[src/rtl/wb_settings.svh]
`ifndef WB_SETTINGS_SVH
`define WB_SETTINGS_SVH

// Width of one AXI write-data beat
`define WB_WORD_BITS 32

`define WB_LINE_WORDS 16

`define WB_ADDR_BITS 32

`endif

[src/rtl/wb_pkg.sv]
`include "wb_settings.svh"

package wb_pkg;

    // Word 0 of the line sits in the low bits
    typedef logic [`WB_LINE_WORDS-1:0][`WB_WORD_BITS-1:0] line_t;

    typedef struct packed {
        logic [`WB_ADDR_BITS-1:0] addr;
        logic                     uncache;  // Single-word store, no line fill
    } wb_req_t;

    typedef struct packed {
        logic [`WB_ADDR_BITS-1:0] awaddr;
        logic [7:0]               awlen;    // Beats minus one
        logic [2:0]               awsize;   // Log2 of bytes per beat
    } axi_aw_t;

    typedef struct packed {
        logic [`WB_WORD_BITS-1:0]   wdata;
        logic [`WB_WORD_BITS/8-1:0] wstrb;
        logic                       wlast;
    } axi_w_t;

    typedef enum logic [1:0] {
        OKAY   = 2'b00,
        EXOKAY = 2'b01,
        SLVERR = 2'b10,
        DECERR = 2'b11
    } axi_resp_t;

endpackage

[src/rtl/wb_line_buffer.sv]
`timescale 1ns/1ps

module wb_line_buffer #(
    parameter type payload_t = logic
) (
    input  logic     clk,
    input  logic     rstn,
    input  logic     load,
    input  payload_t din,
    output payload_t dout
);

    payload_t held;

    always_ff @(posedge clk) begin
        if (!rstn) begin
            held <= '0;
        end else if (load) begin
            held <= din;  // Captured once per request, stays until the next load
        end
    end

    assign dout = held;

endmodule

[src/rtl/wb_request_unit.sv]
`timescale 1ns/1ps
`include "wb_settings.svh"

module wb_request_unit
    import wb_pkg::*;
(
    input  logic      clk,
    input  logic      rstn,
    input  logic      wb_valid,
    input  logic      wb_ack,
    input  wb_req_t   req,
    input  logic      burst_done,
    input  axi_resp_t burst_resp,
    output logic      buf_load,
    output axi_aw_t   aw,
    output logic      awvalid,
    input  logic      awready,
    output logic      burst_start,
    output logic      wb_busy,
    output logic      wb_finish,
    output logic      wb_err
);

    localparam int LINE_OFS = $clog2(`WB_LINE_WORDS * `WB_WORD_BITS / 8);
    localparam int WORD_OFS = $clog2(`WB_WORD_BITS / 8);
    localparam logic [`WB_ADDR_BITS-1:0] LINE_MASK = {`WB_ADDR_BITS{1'b1}} << LINE_OFS;
    localparam logic [`WB_ADDR_BITS-1:0] WORD_MASK = {`WB_ADDR_BITS{1'b1}} << WORD_OFS;

    typedef enum logic [1:0] {
        IDLE,
        ADDR,
        DATA,
        FINISH
    } state_t;

    state_t state;
    state_t state_nxt;

    always_ff @(posedge clk) begin
        if (!rstn) begin
            state <= IDLE;
        end else begin
            state <= state_nxt;
        end
    end

    always_comb begin
        state_nxt = state;
        case (state)
            IDLE: begin
                if (wb_valid) begin
                    state_nxt = ADDR;
                end
            end
            ADDR: begin
                if (awready) begin
                    state_nxt = DATA;
                end
            end
            DATA: begin
                if (burst_done) begin
                    state_nxt = FINISH;
                end
            end
            FINISH: begin
                if (wb_ack) begin
                    state_nxt = IDLE;  // Cache has seen the result
                end
            end
            default: state_nxt = IDLE;
        endcase
    end

    always_ff @(posedge clk) begin
        if (!rstn) begin
            burst_start <= 1'b0;
            wb_err      <= 1'b0;
        end else begin
            burst_start <= (state == ADDR) && awready;
            if (burst_done) begin
                wb_err <= (burst_resp != OKAY);
            end else if ((state == FINISH) && wb_ack) begin
                wb_err <= 1'b0;
            end
        end
    end

    // Header comes from the buffer, so the payload is stable while awvalid is up
    always_comb begin
        aw.awaddr = req.uncache ? (req.addr & WORD_MASK) : (req.addr & LINE_MASK);
        aw.awlen  = req.uncache ? 8'd0 : 8'(`WB_LINE_WORDS - 1);
        aw.awsize = 3'(WORD_OFS);
    end

    assign buf_load  = (state == IDLE) && wb_valid;
    assign awvalid   = (state == ADDR);
    assign wb_busy   = (state != IDLE);
    assign wb_finish = (state == FINISH);

endmodule

[src/rtl/wb_burst_writer.sv]
`timescale 1ns/1ps
`include "wb_settings.svh"

module wb_burst_writer
    import wb_pkg::*;
(
    input  logic      clk,
    input  logic      rstn,
    input  logic      burst_start,
    input  wb_req_t   req,
    input  line_t     line,
    output axi_w_t    w,
    output logic      wvalid,
    input  logic      wready,
    input  axi_resp_t bresp,
    input  logic      bvalid,
    output logic      bready,
    output logic      burst_done,
    output axi_resp_t burst_resp
);

    localparam int CNT_BITS = $clog2(`WB_LINE_WORDS);
    localparam int LINE_OFS = $clog2(`WB_LINE_WORDS * `WB_WORD_BITS / 8);
    localparam int WORD_OFS = $clog2(`WB_WORD_BITS / 8);
    localparam logic [CNT_BITS-1:0] LAST_BEAT = CNT_BITS'(`WB_LINE_WORDS - 1);

    typedef enum logic [1:0] {
        IDLE,
        DATA,
        RESP
    } state_t;

    state_t              state;
    state_t              state_nxt;
    logic [CNT_BITS-1:0] beat_cnt;
    logic [CNT_BITS-1:0] word_sel;
    logic                w_fire;
    logic                b_fire;

    assign w_fire = wvalid && wready;
    assign b_fire = bvalid && bready;

    always_ff @(posedge clk) begin
        if (!rstn) begin
            state <= IDLE;
        end else begin
            state <= state_nxt;
        end
    end

    always_comb begin
        state_nxt = state;
        case (state)
            IDLE: begin
                if (burst_start) begin
                    state_nxt = DATA;
                end
            end
            DATA: begin
                if (w_fire && w.wlast) begin
                    state_nxt = RESP;
                end
            end
            RESP: begin
                if (bvalid) begin
                    state_nxt = IDLE;
                end
            end
            default: state_nxt = IDLE;
        endcase
    end

    // Counter only moves on an accepted beat, so a stalled beat keeps its word
    always_ff @(posedge clk) begin
        if (!rstn) begin
            beat_cnt <= '0;
        end else if (state == IDLE) begin
            beat_cnt <= '0;
        end else if (w_fire) begin
            beat_cnt <= beat_cnt + 1'b1;
        end
    end

    always_ff @(posedge clk) begin
        if (!rstn) begin
            burst_done <= 1'b0;
        end else begin
            burst_done <= b_fire;
        end
    end

    always_ff @(posedge clk) begin
        if (b_fire) begin
            burst_resp <= bresp;
        end
    end

    // An uncached store picks its word from the address offset
    assign word_sel = req.uncache ? req.addr[LINE_OFS-1:WORD_OFS] : beat_cnt;

    always_comb begin
        w.wdata = line[word_sel];
        w.wstrb = '1;
        w.wlast = req.uncache || (beat_cnt == LAST_BEAT);
    end

    assign wvalid = (state == DATA);
    assign bready = (state == RESP);

endmodule

[src/rtl/writeback_axi_top.sv]
`timescale 1ns/1ps

module writeback_axi_top
    import wb_pkg::*;
(
    input  logic      clk,
    input  logic      rstn,
    input  logic      wb_valid,
    input  wb_req_t   wb_req,
    input  line_t     wb_line,
    input  logic      wb_ack,
    output logic      wb_busy,
    output logic      wb_finish,
    output logic      wb_err,
    output axi_aw_t   aw,
    output logic      awvalid,
    input  logic      awready,
    output axi_w_t    w,
    output logic      wvalid,
    input  logic      wready,
    input  axi_resp_t bresp,
    input  logic      bvalid,
    output logic      bready
);

    logic      buf_load;
    logic      burst_start;
    logic      burst_done;
    axi_resp_t burst_resp;
    line_t     line_q;
    wb_req_t   req_q;

    wb_request_unit u_request (
        .clk         (clk),
        .rstn        (rstn),
        .wb_valid    (wb_valid),
        .wb_ack      (wb_ack),
        .req         (req_q),
        .burst_done  (burst_done),
        .burst_resp  (burst_resp),
        .buf_load    (buf_load),
        .aw          (aw),
        .awvalid     (awvalid),
        .awready     (awready),
        .burst_start (burst_start),
        .wb_busy     (wb_busy),
        .wb_finish   (wb_finish),
        .wb_err      (wb_err)
    );

    wb_line_buffer #(.payload_t(line_t)) u_line_buf (
        .clk  (clk),
        .rstn (rstn),
        .load (buf_load),
        .din  (wb_line),
        .dout (line_q)
    );

    wb_line_buffer #(.payload_t(wb_req_t)) u_req_buf (
        .clk  (clk),
        .rstn (rstn),
        .load (buf_load),
        .din  (wb_req),
        .dout (req_q)
    );

    wb_burst_writer u_burst (
        .clk         (clk),
        .rstn        (rstn),
        .burst_start (burst_start),
        .req         (req_q),
        .line        (line_q),
        .w           (w),
        .wvalid      (wvalid),
        .wready      (wready),
        .bresp       (bresp),
        .bvalid      (bvalid),
        .bready      (bready),
        .burst_done  (burst_done),
        .burst_resp  (burst_resp)
    );

endmodule

[config.mk]
export PLATFORM = sky130hd
export DESIGN_NAME = writeback_axi_top
export DESIGN_NICKNAME = d
export VERILOG_FILES = /design/src/rtl/wb_pkg.sv /design/src/rtl/wb_line_buffer.sv /design/src/rtl/wb_request_unit.sv /design/src/rtl/wb_burst_writer.sv /design/src/rtl/writeback_axi_top.sv
export VERILOG_INCLUDE_DIRS = /design/src /design/src/rtl
export SDC_FILE = /design/constraint.sdc
export NUM_CORES = 1
export LEC_CHECK = 0
export BUFFER_PORTS_ARGS = -buffer_cell sky130_fd_sc_hd__buf_4
export CAP_MARGIN = 5
export CORE_ASPECT_RATIO = 1.75
export CORE_MARGIN = 2
export CORE_UTILIZATION = 37
export DETAILED_ROUTE_END_ITERATION = 6
export HOLD_SLACK_MARGIN = 0.15
export PLACE_DENSITY = 0.7
export RECOVER_POWER = 25
export REMOVE_ABC_BUFFERS = 1
export SLEW_MARGIN = 20
export SYNTH_ARGS = -nofsm -noshare
export SYNTH_HDL_FRONTEND = slang
export SYNTH_SLANG_ARGS = --single-unit
export TNS_END_PERCENT = 50
[constraint.sdc]
create_clock -name clk -period 3.6 [get_ports clk]
set_clock_uncertainty 0.2 [all_clocks]
set_input_delay 0.72 -clock clk [delete_from_list [all_inputs] [get_ports clk]]
set_output_delay 0.72 -clock clk [all_outputs]
set_load 0.02 [all_outputs]
## Word-level counts from Yosys, hierarchy flattened

Index checks and enable logic that the tools add are counted.

- Add/subtract/negate cells: 1
- Divide/modulo/power cells: 0
- Bitwise gates (word level): 1
- Equal/unequal tests: 13
- Multipliers: 0
- Magnitude comparators: 1
- Muxes and demuxes: 16
- Reduce and logical (&&, ||, !) cells: 15
- Shift operators: 0

Operators with widths:

| kind | count |
|---|---|
| 32-bit binary-select mux with 4-bit select | 1 |
| 32-bit 2-to-1 mux | 1 |
| 2-bit 2-to-1 mux | 7 |
| 2-bit != test, second input constant | 5 |
| 4-bit 2-to-1 mux | 2 |
| 2-bit one-hot mux with 4 select lines | 1 |
| 2-bit equality test, second input constant | 3 |
| 1-bit logical AND | 6 |
| 6-bit 2-to-1 mux | 1 |
| 2-bit one-hot mux with 3 select lines | 1 |
| 2-bit nonzero test | 3 |
| 4-bit by 5-bit < comparator with 1-bit output, second input constant | 1 |
| 4-bit by 1-bit adder with 4-bit output, second input constant | 1 |
| 2-bit by 1-bit equality test with 1-bit output, second input constant | 2 |
| 4-bit equality test, second input constant | 1 |
| 2-bit zero test | 2 |
| 2-bit by 1-bit != test with 1-bit output, second input constant | 2 |
| 4-bit AND reduction | 1 |
| 3-bit AND reduction | 1 |
| 1-bit 2-to-1 mux | 2 |
| 2-bit OR reduction | 1 |
| 1-bit logical OR | 1 |
| 1-bit NOT | 1 |

- Input port bits: 554
- Output and inout bits: 86
- Bits in registers: 558
- Memory bits (read-only): 0
- Bits in writable memories: 0
- Memories: 0
- Bits in latches: 0

## Depth between registers and ports, before layout

- Depth in word-level cells: 5
- Depth in mapped cells: 9

## Hierarchy

Synthesis repeated with hierarchy kept, for this count alone.

- Cell total of the unflattened synthesis: 2362
- Area total of the unflattened synthesis: 26086.3 um^2

Modules (own cells, without submodules):

| module | instances | area each (um^2) | cells each | sequential area each (um^2) |
|---|---|---|---|---|
| wb_line_buffer (u_line_buf) | 1 | 19819.0 | 1650 | 10249.8 |
| wb_burst_writer | 1 | 4411.7 | 533 | 200.2 |
| wb_line_buffer (u_req_buf) | 1 | 1280.0 | 106 | 660.6 |
| wb_request_unit | 1 | 575.6 | 73 | 80.1 |

## Worst setup path before layout

OpenSTA, ideal clock, no wires.

- Path kind: reg2out
- Start: register u_req_buf.held, in the netlist u_req_buf.dout[0]
- End: output w[15] in the netlist's numbering
- Data required time: 2.680 ns
- Slack: 0.633 ns
- Cell stages (with the launch flop): 8
- Arrival time: 2.047 ns
- Path buffers: 3
- Cell sequence: dfxtp_1 > buf_6 > mux2i_1 > buf_2 > buf_2 > mux2i_1 > o22ai_1 > or4_1

RTL lines:

| element | line | RTL |
|---|---|---|
| start, declared | wb_line_buffer.sv:13 | `payload_t held;` |
| start signal, assigned | wb_line_buffer.sv:19 | `held <= din;` |
| end, declared | writeback_axi_top.sv:18 | `output axi_w_t w,` |

==> run metrics <==
critical path data required time 2.68 ns; slew of the pin with the lowest slew margin 2.294 ns; R2R setup slack 1.22 ns; worst hold start wb_line[279]; TritonCTS Buffers 52; fill cell count 6180; Final Wtd Congestion 0.8457; static leakage 0.01548 uW; initial antenna violation count 8; hold path endpoint u_line_buf.dout[279]$_SDFFE_PN0P_; Std-Cell Rows 125; top cells by area, synth dfxtp_1 (45%), nand2_1 (17%), a21boi_0 (14%); die area 68970 um^2; largest net degree at the start of global routing 120; Max IR drop VDD 0.4540 mV; top-area cell type share of the netlist area 0.4487; f_max 264.4 MHz; met2 Use GR 0.4235; Synth Flop Type dfxtp_1; Synth top cells by count nand2_1 (1091), dfxtp_1 (554), a21boi_0 (468); final wirelength 85.00 mm; Worst-Skew Late Latency 0.59 ns; final setup margin -0.1825 ns; Starting DRT DRC Count 924; asr flop ratio synth 0; vias in the first global route 22940; syn_area_per_cell 8.342 um^2; R2R Path End u_line_buf.dout[364]$_SDFFE_PN0P_; number of synthesized flops with an enable pin 2; TNS Setup -3.966 ns; total track usage 0.2378; Hold WS 0.1890 ns; grt peak-use layer met2; Yosys reg bits 556; Initial DRT Pass Iterations 5; Avg WL per Cell 18.50 um; Initial Utilization 0.3728; CTS Buffer Depth 3; grt met1 use 0.2767; CTS Sinks 556; Die Y 345.9 um; min Tclk post-route 3.782 ns; YS warnings 0; Synth area leader dfxtp_1; Synth Instances 2963; worst flop-to-flop path startpoint u_request.state[0]$_SDFFE_PN0P_; io pins 640; vias 22950; most common cell in the netlist nand2_1; Critical Path AT 2.86 ns; Layout Cells excl Fill 4595; Hold Path Depth 3; Final Max Slew Viols 119; unrepaired setup endpoints after global routing true; Reg2Reg Depth 7; hold violation count in the final report 0; clk slew on worst S/H paths 0.07 ns; status finished, violations left; Power Density 563.6 nW/um^2; die width 199.4 um; drt via density 4.993; input/output buffers 624; Syn Std Cell Area 24720 um^2; final net count 4220; Area Overhead vs Synth 40.49%; TritonCTS clock tree done; final core utilization 0.5237; first-pass GRT wire length 127.0 mm; Slew Limit Headroom -0.5296; Final Cycle Share 1.051; H-tree depth 2; failing checks max-capacitance violations, max-slew violations, negative setup slack; sequential area share after synthesis 0.4511; final setup vio count 32; core box area 66310 um^2; Startpoint Class flop; Worst setup EP type output port; layout cells sized above 1 0.2313; Synth cell types 36; critical path peak fanout 13; DR DRC count 0; hpwl dp 57.36 mm; Placed Cells 4302; antenna viol nets, final 0; clk root buf clkbuf_16; Max-Cap Viols 1; Overflow after GRT 0; crit path kind flop to output port; Tightest Hold Check Type input port to flop; met3 Resource Use GR 0.03979
[per-layer routing]
layer	up-vias	share of wire
met1	10740	0.40
met2	745	0.50
met3	177	0.055
li1	11280	-
met4	4	0.042
met5	-	0.00032
[cells in the final DEF (no fill, tap or decap), drive strengths merged, types with 2 or more instances in the layout]
| cell | count |
|---|---|
| a21boi | 545 |
| a21oi | 2 |
| and2 | 9 |
| and3 | 3 |
| and3b | 3 |
| buf | 708 |
| bufinv | 8 |
| clkbuf | 115 |
| clkinv | 10 |
| clkinvlp | 4 |
| conb | 13 |
| dfxtp | 554 |
| diode | 5 |
| dlygate4sd3 | 160 |
| edfxtp | 2 |
| ha | 5 |
| inv | 8 |
| mux2i | 259 |
| nand2 | 1091 |
| nand3 | 2 |
| nor2 | 4 |
| nor2b | 8 |
| nor3 | 2 |
| nor3b | 4 |
| o21ai | 12 |
| o22ai | 129 |
| or4 | 32 |
[kinds of logic (layout without fill, tap and decap cells)]
family                   Yosys count  in the layout  synth area share
AO/OA/AOI/OAI                    693            693            0.2033
adder cells (fa/ha/maj)            5              5          0.002531
buffers and inverters            287           1014           0.05249
flip-flops                       556            556            0.4511
multiplexers                     260            260            0.1055
other                              2             18         0.0003038
AND/OR/NAND/NOR                 1160           1160            0.1848
[worst max-delay path by stage]
stage,depth (start not counted),slack (ns),startpoint,endpoint
after floorplan,4,-18.27,u_req_buf.dout[0]$_SDFFE_PN0P_,w[10]
after global placement,7,0.28,u_req_buf.dout[0]$_SDFFE_PN0P_,w[20]
after detailed placement,7,0.26,u_req_buf.dout[0]$_SDFFE_PN0P_,w[20]
after CTS,10,-0.21,u_req_buf.dout[0]$_SDFFE_PN0P_,w[26]
after global routing,9,-0.27,u_req_buf.dout[0]$_SDFFE_PN0P_,w[33]
final,8,-0.18,u_req_buf.dout[0]$_SDFFE_PN0P_,w[20]
[registers in the layout (all words and copies together), names as in the netlist]
| signal | flops |
|---|---|
| u_burst.burst_done | 1 |
| u_burst.beat_cnt | 4 |
| u_request.burst_start | 1 |
| u_req_buf.dout | 31 |
| u_burst.state | 2 |
| u_request.state | 2 |
| u_line_buf.dout | 512 |
| u_burst.burst_resp | 2 |
| u_request.wb_err | 1 |
[critical path: stages, from the launching register on]
cell and delay [ns]:
dfxtp_4 0.38, mux2i_4 0.24, buf_12 0.16, buf_12 0.19
buf_16 0.19, mux2i_4 0.25, o22ai_1 0.11, or4_4 0.54
buf_4 0.18
[report_power, final]
group	switching (uW)	internal [uW]	leakage (uW)
clock network	2470	3460	0.000891
registers	626	7290	0.00456
logic	3330	2390	0.0100
[stage by stage]
| stage | total power, uW | area (um^2) | setup WS (ns) |
|---|---|---|---|
| 2_1_floorplan | 9918 | 23490 | -18.27 |
| 3_3_place_gp | 13370 | 30550 | 0.2839 |
| 3_5_place_dp | 13490 | 30550 | 0.2597 |
| 4_1_cts | 19690 | 34640 | -0.2093 |
| 5_1_grt | 20640 | 34730 | -0.2696 |
| 6_report | 19570 | 34730 | -0.1825 |
[timing repair]
action / CTS / global route
pin swaps: 9 / 5
cloned: 8 / 4
endpoints found under the hold margin: 160 / 0
endpoints found under the setup margin: 32 / 32
gates resized for setup: 80 / 31
hold buffers: 160 / 0
setup buffers: 14 / 11
[layout make-up]
class / instances / area, um^2 / area share
diodes: 5 / 12.51 / 0.0003603
repair buffers: 914 / 8013 / 0.2307
inverters: 6 / 22.52 / 0.0006485
clock inverters: 24 / 340.3 / 0.009800
flip-flops and latches: 556 / 11160 / 0.3212
clock buffers: 70 / 1480 / 0.04262
well taps: 889 / 1112 / 0.03203
multi-input cells: 2131 / 12590 / 0.3626
Note: power is estimated with default switching activity, not from simulation.
